==> src/common/clock_pkg.sv <==
package clock_pkg;

	// ------------------------------
	// time word
	// ------------------------------
	typedef struct packed {
		logic [5:0] hr;
		logic [5:0] min;
		logic [5:0] sec;
	} hms_fields_t;

	// counting and display use fld, the alarm compare uses bits
	typedef union packed {
		hms_fields_t fld;
		logic [17:0] bits;
	} hms_t;

	localparam logic [5:0] SEC_MAX = 6'd59;
	localparam logic [5:0] MIN_MAX = 6'd59;
	localparam logic [5:0] HR_MAX  = 6'd23;

	typedef enum logic [1:0] {
		MODE_CLOCK = 2'd0,
		MODE_SETUP = 2'd1,
		MODE_ALARM = 2'd2
	} mode_t;

	typedef enum logic [1:0] {
		POS_SEC = 2'd0,
		POS_MIN = 2'd1,
		POS_HR  = 2'd2
	} pos_t;

	typedef logic [2:0] field_sel_t;	// one-hot, bit 0 is sec

	localparam field_sel_t FSEL_NONE = 3'b000;
	localparam field_sel_t FSEL_SEC  = 3'b001;
	localparam field_sel_t FSEL_MIN  = 3'b010;
	localparam field_sel_t FSEL_HR   = 3'b100;

	// one step up, back to 0 past the limit
	function automatic logic [5:0] hms_step(input logic [5:0] val, input logic [5:0] lim);
		return (val >= lim) ? 6'd0 : val + 6'd1;
	endfunction

	// manual set, selected fields only, no carry
	function automatic hms_t hms_step_sel(input hms_t t, input field_sel_t sel);
		hms_t r;
		r = t;
		if (sel[0])
			r.fld.sec = hms_step(t.fld.sec, SEC_MAX);
		if (sel[1])
			r.fld.min = hms_step(t.fld.min, MIN_MAX);
		if (sel[2])
			r.fld.hr = hms_step(t.fld.hr, HR_MAX);
		return r;
	endfunction

endpackage

==> src/common/disp_pkg.sv <==
package disp_pkg;

	localparam int NUM_DIGITS = 6;

	// active high, bit 6 is segment a, bit 0 is g
	typedef logic [6:0] seg_t;

	// ------------------------------
	// decimal digit patterns
	// ------------------------------
	localparam seg_t SEG_DIGIT [10] = '{
		7'b111_1110,	// 0
		7'b011_0000,	// 1
		7'b110_1101,	// 2
		7'b111_1001,	// 3
		7'b011_0011,	// 4
		7'b101_1011,	// 5
		7'b101_1111,	// 6
		7'b111_0000,	// 7
		7'b111_1111,	// 8
		7'b111_0011		// 9
	};

	localparam seg_t SEG_BLANK = 7'b000_0000;

endpackage

==> src/hw/tick_gen.sv <==
`timescale 1ns/1ps

module tick_gen #(
	parameter int unsigned SEC_DIV   = 50_000_000,
	parameter int unsigned BLINK_DIV = 12_500_000,
	parameter int unsigned SCAN_DIV  = 2500
) (
	input  logic clk,
	input  logic rst_n,
	output logic o_sec_tick,
	output logic o_blink_tick,
	output logic o_scan_tick
);

	localparam int unsigned DIVS [3] = '{SEC_DIV, BLINK_DIV, SCAN_DIV};

	logic [31:0] cnt [3];
	logic [2:0]  tick;

	// one down-counter per tick, reload at zero
	for (genvar k = 0; k < 3; k++) begin : g_div
		always_ff @(posedge clk or negedge rst_n) begin
			if (!rst_n) begin
				cnt[k]  <= 32'(DIVS[k] - 1);
				tick[k] <= 1'b0;
			end else begin
				tick[k] <= (cnt[k] == 32'd0);
				if (cnt[k] == 32'd0)
					cnt[k] <= 32'(DIVS[k] - 1);
				else
					cnt[k] <= cnt[k] - 32'd1;
			end
		end
	end

	assign o_sec_tick   = tick[0];
	assign o_blink_tick = tick[1];
	assign o_scan_tick  = tick[2];

endmodule

==> src/hw/clock_ctrl.sv <==
`timescale 1ns/1ps

module clock_ctrl import clock_pkg::*; (
	input  logic       clk,
	input  logic       rst_n,
	input  logic       i_btn_mode,
	input  logic       i_btn_pos,
	input  logic       i_btn_inc,
	input  logic       i_btn_alarm,
	output mode_t      o_mode,
	output pos_t       o_pos,
	output logic       o_alarm_en,
	output logic       o_time_run,
	output field_sel_t o_time_inc,
	output field_sel_t o_alarm_inc
);

	// ------------------------------
	// button sync and edge detect
	// ------------------------------
	logic [3:0] btn_raw;
	logic [3:0] btn_s1;
	logic [3:0] btn_s2;
	logic [3:0] btn_prev;
	logic [3:0] btn_rise;

	assign btn_raw = {i_btn_alarm, i_btn_inc, i_btn_pos, i_btn_mode};

	always_ff @(posedge clk or negedge rst_n) begin
		if (!rst_n) begin
			btn_s1   <= '0;
			btn_s2   <= '0;
			btn_prev <= '0;
		end else begin
			btn_s1   <= btn_raw;
			btn_s2   <= btn_s1;
			btn_prev <= btn_s2;
		end
	end

	assign btn_rise = btn_s2 & ~btn_prev;	// one cycle per press

	// ------------------------------
	// mode, position, enable
	// ------------------------------
	field_sel_t pos_sel;

	always_comb begin
		case (o_pos)
			POS_MIN: pos_sel = FSEL_MIN;
			POS_HR:  pos_sel = FSEL_HR;
			default: pos_sel = FSEL_SEC;
		endcase
	end

	always_ff @(posedge clk or negedge rst_n) begin
		if (!rst_n) begin
			o_mode      <= MODE_CLOCK;
			o_pos       <= POS_SEC;
			o_alarm_en  <= 1'b0;
			o_time_inc  <= FSEL_NONE;
			o_alarm_inc <= FSEL_NONE;
		end else begin
			if (btn_rise[0]) begin
				case (o_mode)
					MODE_CLOCK: o_mode <= MODE_SETUP;
					MODE_SETUP: o_mode <= MODE_ALARM;
					default:    o_mode <= MODE_CLOCK;
				endcase
			end
			if (btn_rise[1]) begin
				case (o_pos)
					POS_SEC: o_pos <= POS_MIN;
					POS_MIN: o_pos <= POS_HR;
					default: o_pos <= POS_SEC;
				endcase
			end
			if (btn_rise[3])
				o_alarm_en <= ~o_alarm_en;
			// inc press goes to whichever block is being edited
			o_time_inc  <= (btn_rise[2] && o_mode == MODE_SETUP) ? pos_sel : FSEL_NONE;
			o_alarm_inc <= (btn_rise[2] && o_mode == MODE_ALARM) ? pos_sel : FSEL_NONE;
		end
	end

	assign o_time_run = (o_mode != MODE_SETUP);	// frozen while setting

endmodule

==> src/hw/time_counter.sv <==
`timescale 1ns/1ps

module time_counter import clock_pkg::*; (
	input  logic       clk,
	input  logic       rst_n,
	input  logic       i_sec_tick,
	input  logic       i_time_run,
	input  field_sel_t i_time_inc,
	output hms_t       o_time
);

	logic sec_wrap;
	logic min_wrap;

	// carry chain from the field limits
	assign sec_wrap = (o_time.fld.sec == SEC_MAX);
	assign min_wrap = sec_wrap && (o_time.fld.min == MIN_MAX);

	always_ff @(posedge clk or negedge rst_n) begin
		if (!rst_n) begin
			o_time.bits <= '0;
		end else if (i_time_run && i_sec_tick) begin
			o_time.fld.sec <= hms_step(o_time.fld.sec, SEC_MAX);
			if (sec_wrap)
				o_time.fld.min <= hms_step(o_time.fld.min, MIN_MAX);
			if (min_wrap)
				o_time.fld.hr <= hms_step(o_time.fld.hr, HR_MAX);
		end else if (|i_time_inc) begin
			o_time <= hms_step_sel(o_time, i_time_inc);	// manual set
		end
	end

endmodule

==> src/hw/alarm_unit.sv <==
`timescale 1ns/1ps

module alarm_unit import clock_pkg::*; (
	input  logic       clk,
	input  logic       rst_n,
	input  hms_t       i_time,
	input  field_sel_t i_alarm_inc,
	input  logic       i_alarm_en,
	output hms_t       o_alarm_time,
	output logic       o_alarm
);

	logic match;

	// alarm time registers
	always_ff @(posedge clk or negedge rst_n) begin
		if (!rst_n)
			o_alarm_time.bits <= '0;
		else if (|i_alarm_inc)
			o_alarm_time <= hms_step_sel(o_alarm_time, i_alarm_inc);
	end

	assign match = (i_time.bits == o_alarm_time.bits);	// whole word at once

	// latched until the enable drops
	always_ff @(posedge clk or negedge rst_n) begin
		if (!rst_n)
			o_alarm <= 1'b0;
		else
			o_alarm <= (match | o_alarm) & i_alarm_en;
	end

endmodule

==> src/display/display_scan.sv <==
`timescale 1ns/1ps

module display_scan import clock_pkg::*, disp_pkg::*; (
	input  logic                  clk,
	input  logic                  rst_n,
	input  hms_t                  i_time,
	input  hms_t                  i_alarm_time,
	input  mode_t                 i_mode,
	input  pos_t                  i_pos,
	input  logic                  i_scan_tick,
	input  logic                  i_blink_tick,
	output seg_t                  o_seg,
	output logic [NUM_DIGITS-1:0] o_seg_enb
);

	localparam logic [2:0] LAST_DIGIT = 3'(NUM_DIGITS - 1);

	hms_t       src;
	logic [3:0] digit [NUM_DIGITS];
	logic [2:0] idx;
	logic       blink_off;
	logic       edit_mode;
	logic       blank;

	// ------------------------------
	// source and digit split
	// ------------------------------
	assign src = (i_mode == MODE_ALARM) ? i_alarm_time : i_time;

	always_comb begin
		digit[0] = 4'(src.fld.sec % 6'd10);
		digit[1] = 4'(src.fld.sec / 6'd10);
		digit[2] = 4'(src.fld.min % 6'd10);
		digit[3] = 4'(src.fld.min / 6'd10);
		digit[4] = 4'(src.fld.hr % 6'd10);
		digit[5] = 4'(src.fld.hr / 6'd10);
	end

	// ------------------------------
	// blink blanking
	// ------------------------------
	assign edit_mode = (i_mode == MODE_SETUP) || (i_mode == MODE_ALARM);
	// digit pair idx/2 is field sec, min, hr in pos order
	assign blank = edit_mode && blink_off && (idx[2:1] == i_pos);

	always_ff @(posedge clk or negedge rst_n) begin
		if (!rst_n) begin
			idx       <= 3'd0;
			blink_off <= 1'b0;
		end else begin
			if (i_scan_tick)
				idx <= (idx == LAST_DIGIT) ? 3'd0 : idx + 3'd1;
			if (i_blink_tick)
				blink_off <= ~blink_off;
		end
	end

	// ------------------------------
	// registered outputs
	// ------------------------------
	always_ff @(posedge clk or negedge rst_n) begin
		if (!rst_n) begin
			o_seg_enb <= ~NUM_DIGITS'(1);	// digit 0 on
			o_seg     <= SEG_BLANK;
		end else begin
			o_seg_enb <= ~(NUM_DIGITS'(1) << idx);
			o_seg     <= blank ? SEG_BLANK : SEG_DIGIT[digit[idx]];
		end
	end

endmodule

==> src/hw/watch_top.sv <==
`timescale 1ns/1ps

module watch_top import clock_pkg::*, disp_pkg::*; #(
	parameter int unsigned SEC_DIV   = 50_000_000,
	parameter int unsigned BLINK_DIV = 12_500_000,
	parameter int unsigned SCAN_DIV  = 2500
) (
	input  logic                  clk,
	input  logic                  rst_n,
	input  logic                  i_btn_mode,
	input  logic                  i_btn_pos,
	input  logic                  i_btn_inc,
	input  logic                  i_btn_alarm,
	output seg_t                  o_seg,
	output logic [NUM_DIGITS-1:0] o_seg_enb,
	output logic                  o_alarm
);

	logic       sec_tick;
	logic       blink_tick;
	logic       scan_tick;
	mode_t      mode;
	pos_t       pos;
	logic       alarm_en;
	logic       time_run;
	field_sel_t time_inc;
	field_sel_t alarm_inc;
	hms_t       cur_time;
	hms_t       alarm_time;

	tick_gen #(
		.SEC_DIV	( SEC_DIV	),
		.BLINK_DIV	( BLINK_DIV	),
		.SCAN_DIV	( SCAN_DIV	)
	) u_tick_gen (
		.clk		( clk		),
		.rst_n		( rst_n		),
		.o_sec_tick	( sec_tick	),
		.o_blink_tick	( blink_tick	),
		.o_scan_tick	( scan_tick	));

	clock_ctrl u_clock_ctrl (
		.clk		( clk		),
		.rst_n		( rst_n		),
		.i_btn_mode	( i_btn_mode	),
		.i_btn_pos	( i_btn_pos	),
		.i_btn_inc	( i_btn_inc	),
		.i_btn_alarm	( i_btn_alarm	),
		.o_mode		( mode		),
		.o_pos		( pos		),
		.o_alarm_en	( alarm_en	),
		.o_time_run	( time_run	),
		.o_time_inc	( time_inc	),
		.o_alarm_inc	( alarm_inc	));

	time_counter u_time_counter (
		.clk		( clk		),
		.rst_n		( rst_n		),
		.i_sec_tick	( sec_tick	),
		.i_time_run	( time_run	),
		.i_time_inc	( time_inc	),
		.o_time		( cur_time	));

	alarm_unit u_alarm_unit (
		.clk		( clk		),
		.rst_n		( rst_n		),
		.i_time		( cur_time	),
		.i_alarm_inc	( alarm_inc	),
		.i_alarm_en	( alarm_en	),
		.o_alarm_time	( alarm_time	),
		.o_alarm	( o_alarm	));

	display_scan u_display_scan (
		.clk		( clk		),
		.rst_n		( rst_n		),
		.i_time		( cur_time	),
		.i_alarm_time	( alarm_time	),
		.i_mode		( mode		),
		.i_pos		( pos		),
		.i_scan_tick	( scan_tick	),
		.i_blink_tick	( blink_tick	),
		.o_seg		( o_seg		),
		.o_seg_enb	( o_seg_enb	));

endmodule

==> config.mk <==
export PLATFORM = sky130hd
export DESIGN_NAME = watch_top
export DESIGN_NICKNAME = d
export VERILOG_FILES = /design/src/common/clock_pkg.sv /design/src/common/disp_pkg.sv /design/src/hw/tick_gen.sv /design/src/hw/clock_ctrl.sv /design/src/hw/time_counter.sv /design/src/hw/alarm_unit.sv /design/src/display/display_scan.sv /design/src/hw/watch_top.sv
export SDC_FILE = /design/constraint.sdc
export NUM_CORES = 1
export LEC_CHECK = 0
export BUFFER_PORTS_ARGS = -buffer_cell sky130_fd_sc_hd__buf_4
export CAP_MARGIN = 20
export CORE_MARGIN = 4
export CORE_UTILIZATION = 50
export CTS_CLUSTER_DIAMETER = 100
export DETAILED_ROUTE_END_ITERATION = 10
export PLACE_DENSITY = 0.68
export SYNTH_ARGS = -nofsm -noshare
export SYNTH_HDL_FRONTEND = slang
export SYNTH_SLANG_ARGS = --single-unit
==> constraint.sdc <==
create_clock -name clk -period 3.1 [get_ports clk]
set_input_delay 0.31 -clock clk [delete_from_list [all_inputs] [get_ports clk]]
set_output_delay 0.31 -clock clk [all_outputs]
set_load 0.005 [all_outputs]
=== Word-level counts from Yosys, hierarchy flattened ===
Memories as Yosys holds them, arrays and structs flattened.
Cells that the tools add are included.

* Bitwise operators: 9
* Equal/unequal tests: 12
* Divide/modulo/power cells: 6
* Muxes and demuxes: 29
* Reductions and logical operators: 24
* Order comparisons: 8
* Add/subtract/negate cells: 10
* Shift operators: 1

{| class="wikitable"
|+ Operator list
! operator !! count
|-
| 32-bit zero test || 3
|-
| 32-bit two-way mux || 3
|-
| 32-bit by 1-bit subtractor with 32-bit output (second input constant) || 3
|-
| 6-bit two-way mux || 11
|-
| 18-bit two-way mux || 3
|-
| 6-bit by 1-bit adder with 6-bit output (second input constant) || 6
|-
| 6-bit greater-or-equal comparator (second input constant) || 4
|-
| 7-bit two-way mux || 3
|-
| 6-bit by 4-bit divider with 6-bit output (second input constant) || 3
|-
| 18-bit equality test || 1
|-
| 6-bit by 4-bit remainder unit with 6-bit output (second input constant) || 3
|-
| 4-bit binary-select mux with 3-bit select || 1
|-
| 6-bit equality test (second input constant) || 2
|-
| 6-bit by 5-bit greater-or-equal comparator with 1-bit output (second input constant) || 2
|-
| 3-bit two-way mux || 3
|-
| 4-bit two-way mux || 2
|-
| 2-bit case mux with 2 select lines || 2
|-
| 2-bit AND reduction || 4
|-
| 2-bit nonzero test || 4
|-
| 1-bit logical AND || 6
|-
| 2-bit by 1-bit != test with 1-bit output (second input constant) || 3
|-
| 6-bit NOT || 1
|-
| 3-bit case mux with 2 select lines || 1
|-
| 3-bit AND reduction || 2
|-
| other kinds (18) || 23
|}

* Logic and storage cells: 125
* Output and inout port bits: 14
* ROM bits: 112
* Memories: 1
* Bits of input ports: 6
* Register bits: 176

{| class="wikitable"
|+ Memories
! memory !! depth !! width !! read ports !! clocked after Yosys merged registers in !! write ports !! RTL line !! source
|-
| (no name shown) || 16 || 7 || 1 || 0 || 0 || display_scan.sv:67 || <nowiki>o_seg <= blank ? SEG_BLANK : SEG_DIGIT[digit[idx]];</nowiki>
|}

=== Logic depth before layout (Yosys ltp) ===
* Word-level depth: 11
* Gate-level depth with buffers: 18
* Gate-level depth less buffers: 16

=== Hierarchy ===
A second synthesis with hierarchy kept.

* Cells, all modules: 988
* Area, all modules: 9965.8 um^2

{| class="wikitable"
|+ By module, submodules not included
! module !! area each (um^2) !! cells an instance !! sequential area each (um^2) !! instances
|-
| tick_gen || 4820.9 || 475 || 2527.4 || 1
|-
| display_scan || 2190.9 || 246 || 431.7 || 1
|-
| alarm_unit || 1171.1 || 117 || 475.5 || 1
|-
| time_counter || 985.9 || 101 || 450.4 || 1
|-
| clock_ctrl || 797.0 || 49 || 575.6 || 1
|}

=== Least setup slack after synthesis ===
OpenSTA, ideal clock, no wires.

* Kind: flip-flop to flip-flop
* Start: register u_clock_ctrl.o_mode[0]
* End: register u_display_scan.o_seg[6]
* Period minus slack after synthesis: 3374 ps
* Required time: 3001 ps
* Path buffers: 1
* Setup time: 99 ps
* Path slack: -274 ps
* Stages on the path, launching flop included: 18
* Arrival: 3274 ps
* Cell sequence: dfrtp_1 > inv_1 > ha_1 > buf_6 > mux2_4 > or2_2 > o21ai_0 > nand2_1 > o211ai_1 > inv_1 > ha_1 > nor3_1 > a31oi_1 > a211o_1 > a21oi_1 > nor3_2 > and3_1 > a311oi_1

* Cells in the longest elaborated chain, start to end: 11
* Elaborated cells on any way between the ends: 20
* Those cells by class: div: 6; eq/ne: 2; mux: 7; bitwise: 1; reduce/logical: 3; memory: 1

{| class="wikitable"
|+ RTL lines
! what !! RTL line !! source
|-
| from (decl) || clock_ctrl.sv:10 || <nowiki>output mode_t o_mode,</nowiki>
|-
| from (signal assigned) || clock_ctrl.sv:58 || <nowiki>o_mode <= MODE_CLOCK;</nowiki>
|-
| from (signal assigned) || clock_ctrl.sv:66 || <nowiki>MODE_CLOCK: o_mode <= MODE_SETUP;</nowiki>
|-
| from (signal assigned) || clock_ctrl.sv:67 || <nowiki>MODE_SETUP: o_mode <= MODE_ALARM;</nowiki>
|-
| 2-bit equality test || display_scan.sv:28, display_scan.sv:42 ||
|-
| 18-bit two-way mux || display_scan.sv:28 || <nowiki>assign src = (i_mode == MODE_ALARM) ? i_alarm_time : i_time;</nowiki>
|-
| 6-bit by 4-bit divider with 6-bit output (tied with other cells) || display_scan.sv:36 || <nowiki>digit[5] = 4'(src.fld.hr / 6'd10);</nowiki>
|-
| 4-bit binary-select mux with 3-bit select || display_scan.sv:67 ||
|-
| 4-bit two-way mux (implied by the code) (2 in series) || display_scan.sv:67 ||
|-
| 4-bit NOT with 5-bit output (implied by the code) || display_scan.sv:67 ||
|-
| memory read 16 x 7 bit || - ||
|-
| 7-bit two-way mux (implied by the code) (2 in series) || display_scan.sv:67 ||
|-
| 7-bit two-way mux * || display_scan.sv:67 ||
|-
| to (signal assigned) || display_scan.sv:67 ||
|-
| to (decl) || display_scan.sv:12 || <nowiki>output seg_t o_seg,</nowiki>
|}

Every way passes the cells marked *; elsewhere a longest branch is shown, timed or not. The select of a mux whose other input is x is not followed.
A chain may end at the register's enable or synchronous reset.

=== Worst setup path after layout ===
Same ends and word-level chain as after synthesis.

==> run_summary.xml <==
<?xml version="1.0" encoding="UTF-8"?>
<metrics>
  <group name="status">
    <metric name="status" unit="">completed</metric>
  </group>
  <group name="power">
    <metric name="power.ir.vdd_worst" unit="mV">0.404</metric>
    <metric name="sequentialPowerShare" unit="%">45.0</metric>
    <metric name="leakage" unit="nW">4.71</metric>
    <metric name="total_switching_power" unit="W">0.00176</metric>
    <metric name="p_int" unit="W">0.00415</metric>
    <metric name="p_comb_share" unit="%">20.2</metric>
    <metric name="p_total" unit="W">0.00591</metric>
    <metric name="p_clk_share" unit="%">34.8</metric>
    <metric name="switching_share" unit="%">29.8</metric>
    <metric name="power.density" unit="nW/um2">538</metric>
  </group>
  <group name="drt">
    <metric name="vias" unit="">7288</metric>
    <metric name="first_iter_violations" unit="">378</metric>
    <metric name="drt-pass1-iter-count" unit="">5</metric>
    <metric name="route.detailed.drc" unit="">0</metric>
    <metric name="drt-wirelength-per-cell" unit="um">15.0</metric>
    <metric name="wirelength_routed" unit="um">19400</metric>
    <metric name="antenna_left" unit="">0</metric>
    <metric name="via_per_inst" unit="">5.62</metric>
  </group>
  <group name="worst_setup_path">
    <metric name="setup.worst_path.start_class" unit="">flop</metric>
    <metric name="critical_path_arrival" unit="ns">3.41</metric>
    <metric name="critical-path-slowest-cell" unit="">dfrtp_1</metric>
    <metric name="end_kind" unit="">flop</metric>
    <metric name="crit_fanout" unit="">8</metric>
    <metric name="slowest_delay" unit="ns">0.39</metric>
    <metric name="worst-path-buf-inv" unit="">2</metric>
    <metric name="crit_path_most_repeated_cell" unit="">ha_4</metric>
    <metric name="regToRegStartpoint" unit="">u_clock_ctrl.o_mode[0]</metric>
    <metric name="timing.critical_path.from" unit="">u_clock_ctrl.o_mode[0]</metric>
    <metric name="crit_type" unit="">reg -&gt; reg</metric>
    <metric name="critical_path.cell_chain" unit="">inv_2, ha_4, mux2_4, or2_4, o21ai_2, nand2_1, o211ai_1, inv_1, ha_4, a211oi_2, a211oi_1, a211o_1, a21oi_2, nor3_4, and3_1, a311oi_1</metric>
    <metric name="critical_path_depth" unit="">16</metric>
    <metric name="required" unit="ns">3.43</metric>
    <metric name="delay_heaviest_family_cp" unit="">compound AO/OA/AOI/OAI gates</metric>
    <metric name="timing.reg2reg.worst_path_depth" unit="">16</metric>
  </group>
  <group name="min_path">
    <metric name="hold_path.class" unit="">reg -&gt; reg</metric>
    <metric name="number_of_cells_traversed_by_the_worst_hold_path" unit="">0</metric>
    <metric name="hold_path.startpoint" unit="">u_clock_ctrl.btn_s1[3]</metric>
  </group>
  <group name="final_layout">
    <metric name="finish.net_count" unit="">1081</metric>
    <metric name="final_cell_count_no_fill" unit="">1296</metric>
    <metric name="fillerInstances" unit="">1598</metric>
    <metric name="utilization" unit="%">58.7</metric>
    <metric name="antenna_fix_cells" unit="">0</metric>
    <metric name="final_layout_size_suffix_gt1_share" unit="%">19.5</metric>
    <metric name="fin_area" unit="um2">11000</metric>
    <metric name="syn2layout_area_growth" unit="%">15.2</metric>
  </group>
  <group name="logic_synthesis">
    <metric name="synth-edff-count" unit="">0</metric>
    <metric name="synth_top_family_by_area" unit="">simple AND/OR/NAND/NOR gates</metric>
    <metric name="synthMuxAreaShare" unit="%">4.42</metric>
    <metric name="synthXorXnorAreaFrac" unit="%">9.56</metric>
    <metric name="synth.yosys.warnings" unit="">0</metric>
    <metric name="syn-mean-instance-area" unit="um2">9.69</metric>
    <metric name="top_ff_cell_synth" unit="">dfrtp_1</metric>
    <metric name="ys_async_sr_fraction" unit="%">100</metric>
    <metric name="mappedNetlistNets" unit="">1016</metric>
    <metric name="post_synth_instance_area" unit="um2">9530</metric>
    <metric name="synth_cell_types" unit="">77</metric>
    <metric name="synth-compound-area-share" unit="%">10.7</metric>
    <metric name="synth-adder-area-share" unit="%">4.04</metric>
    <metric name="synth_simple_gate_area_share" unit="%">21.6</metric>
    <metric name="yosys_register_bits" unit="">176</metric>
    <metric name="post_synth_inst_count" unit="">984</metric>
    <metric name="yosysSeqAreaShare" unit="%">46.8</metric>
  </group>
  <group name="cts">
    <metric name="clkLatencyLatePin" unit="ns">0.43</metric>
    <metric name="ctsLongestPathBuffers" unit="">2</metric>
    <metric name="clkSlewWorstSetupHoldPaths" unit="ns">0.07</metric>
    <metric name="tritoncts_clock_tree" unit="">built</metric>
    <metric name="cts_htree_levels" unit="">4</metric>
    <metric name="clockRootBuffer" unit="">clkbuf_16</metric>
    <metric name="clock_buffers_created_by_tritoncts" unit="">17</metric>
    <metric name="tritoncts_num_sinks" unit="">176</metric>
  </group>
  <group name="floorplanning">
    <metric name="ios" unit="">20</metric>
    <metric name="die-area" unit="um2">21300</metric>
    <metric name="fp.dieH" unit="um">146</metric>
    <metric name="die_w" unit="um">146</metric>
    <metric name="design.core.area" unit="um2">18700</metric>
    <metric name="rows" unit="">50</metric>
    <metric name="initial_core_util" unit="%">51.0</metric>
  </group>
  <group name="global_routing">
    <metric name="grt.total_usage" unit="%">18.9</metric>
    <metric name="first_global_vias" unit="">7062</metric>
    <metric name="globalRouteOverflowTotal" unit="">0</metric>
    <metric name="grt_first_pass_wirelength" unit="um">34000</metric>
    <metric name="antenna_found_initial" unit="">0</metric>
    <metric name="grt_start_max_net_pins" unit="">65</metric>
  </group>
  <group name="timing">
    <metric name="setup_viol" unit="">0</metric>
    <metric name="worst_slew_margin_rel" unit="%">58.9</metric>
    <metric name="post-route-min-period" unit="ns">3.08</metric>
    <metric name="timing.clock.skew" unit="ns">0.0108</metric>
    <metric name="max_slew.worst_pin.slew" unit="ns">0.616</metric>
    <metric name="clock.fmax" unit="MHz">324</metric>
    <metric name="final_number_of_max_transition_violations" unit="">0</metric>
    <metric name="fin_hold_ws" unit="ns">0.349</metric>
    <metric name="period_share" unit="%">99.4</metric>
    <metric name="timing.final.hold_violations" unit="">0</metric>
    <metric name="rsz0062_at_grt" unit="">true</metric>
  </group>
  <group name="placed_design">
    <metric name="placed_area" unit="um2">10300</metric>
    <metric name="io_buffers" unit="">19</metric>
    <metric name="detailedPlacementHpwl" unit="um">13400</metric>
    <metric name="routabilityCongestion" unit="">0.925</metric>
    <metric name="dp_cells" unit="">1254</metric>
  </group>
  <group name="job">
    <metric name="timing.max_cap.violations" unit="">0</metric>
  </group>
</metrics>
## power groups by stage
stage / sequential [W] / combinational, W / clock (W)
finish: 0.00266 / 0.00120 / 0.00206
global route: 0.00269 / 0.00135 / 0.00220
CTS: 0.00266 / 0.00116 / 0.00211
detailed placement: 0.00270 / 0.00112 / 0
global placement: 0.00270 / 0.00111 / 0
floorplan: 0.00263 / 0.000774 / 0
## placed cells by master (no fill, tap or decap), types with 7 or more instances in the layout
master	count
or3_1	16
nand4_1	13
mux2_2	14
mux2i_1	19
ha_1	23
and3_1	12
dfrtp_1	131
xnor2_1	55
or4_1	7
a31oi_1	7
o31ai_1	10
nor2b_1	11
clkbuf_16	17
nor3_1	38
nor2_1	94
nand3_1	26
nand2b_1	10
buf_4	76
xor2_1	48
inv_1	24
nand2_1	122
a21oi_1	33
nor4_1	25
o21ai_0	47
dfstp_2	45
## state kept, by name (all words and copies together), names as in the netlist
signal,cells
u_tick_gen.o_scan_tick,1
u_clock_ctrl.o_mode,2
u_clock_ctrl.o_alarm_en,1
u_clock_ctrl.btn_prev,4
u_tick_gen.cnt,96
u_clock_ctrl.btn_s2,4
u_time_counter.o_time,18
u_clock_ctrl.o_alarm_inc,3
u_display_scan.idx,3
u_alarm_unit.o_alarm,1
u_clock_ctrl.o_pos,2
u_clock_ctrl.o_time_inc,3
u_clock_ctrl.btn_s1,4
u_display_scan.o_seg,7
u_alarm_unit.o_alarm_time,18
u_tick_gen.o_sec_tick,1
u_tick_gen.o_blink_tick,1
u_display_scan.blink_off,1
u_display_scan.o_seg_enb,6
## routing by layer
layer  vias to the layer above  routed length (um)  GRT usage, %
met2                       116                9300          30.5
met4                         0                 198          5.03
met5                         -                   0             0
li1                       3604                   -             -
met3                        16                 656          3.48
met1                      3552                9240          26.6
## synth_stat cells (6+ instances only)
| master | instances | share of area [%] |
|---|---|---|
| a21oi_1 | 34 | 1.8 |
| a31oi_1 | 7 | 0.46 |
| and3_1 | 12 | 0.79 |
| buf_2 | 6 | 0.32 |
| clkbuf_1 | 28 | 1.1 |
| dfrtp_1 | 131 | 34 |
| dfstp_2 | 45 | 12 |
| ha_1 | 26 | 3.4 |
| inv_1 | 25 | 0.98 |
| maj3_1 | 6 | 0.63 |
| mux2_2 | 14 | 1.7 |
| mux2i_1 | 21 | 2.2 |
| nand2_1 | 122 | 4.8 |
| nand2b_1 | 10 | 0.66 |
| nand3_1 | 26 | 1.4 |
| nand3b_1 | 6 | 0.47 |
| nand4_1 | 13 | 0.85 |
| nor2_1 | 95 | 3.7 |
| nor2b_1 | 11 | 0.72 |
| nor3_1 | 39 | 2.0 |
| nor4_1 | 26 | 1.7 |
| o211ai_1 | 6 | 0.47 |
| o21ai_0 | 48 | 2.5 |
| o31ai_1 | 10 | 0.79 |
| or3_1 | 16 | 1.1 |
| or4_1 | 7 | 0.55 |
| xnor2_1 | 56 | 5.1 |
| xor2_1 | 48 | 4.4 |
## logic make-up after synthesis
group	Yosys count
mux	39
compound gates	155
fa+ha+maj	32
xor+xnor	104
simple gates	413
buf+inv	65
flops	176
## through the flow
step	worst slack [ns]	setup TNS, ns
final	0.0182	0
after global routing	-0.204	-0.687
after CTS	0.00197	0
after detailed placement	-0.00892	-0.00892
after global placement	0.0640	0
after floorplan	-0.0473	-0.0473
## worst paths after layout
kind / end / slack (ns)
worst min-delay path: u_clock_ctrl.btn_s2[3] / 0.35
worst min register to register: u_clock_ctrl.btn_s2[3] / 0.35
worst max register to register: u_display_scan.o_seg[6] / 0.02
worst max-delay path: u_display_scan.o_seg[6] / 0.02
max in group asynchronous: u_tick_gen.cnt[36] / 1.80
min in group asynchronous: u_clock_ctrl.btn_prev[3] / 0.43
## worst register-to-register path, stage by stage (launching register included)
cell and delay [ns]:
dfrtp_1 0.39, inv_2 0.10, ha_4 0.16, mux2_4 0.30, or2_4 0.26, o21ai_2 0.13, nand2_1 0.07, o211ai_1 0.12
inv_1 0.11, ha_4 0.20, a211oi_2 0.17, a211oi_1 0.08, a211o_1 0.25, a21oi_2 0.17, nor3_4 0.08, and3_1 0.17
a311oi_1 0.22
## cell type report
class	count	area, um2	share of cell area, %
clock buffer	18	429	3.91
clock inverter	14	133	1.21
inverter	27	101	0.923
multi-input combinational	743	4910	44.7
sequential	176	4460	40.6
tap	234	293	2.67
timing repair buffer	84	663	6.04
## timing repair
item | 4_1_cts | 5_1_grt
buffers inserted | 3 | 2
resized for setup | 1 | 12
endpoints found under the hold margin | 40 | 0
hold buffers | 5 | 0
pin swaps | 2 | 8
setup endpoints to repair | 2 | 7
No activity file was read; power rests on OpenSTA's default activity.
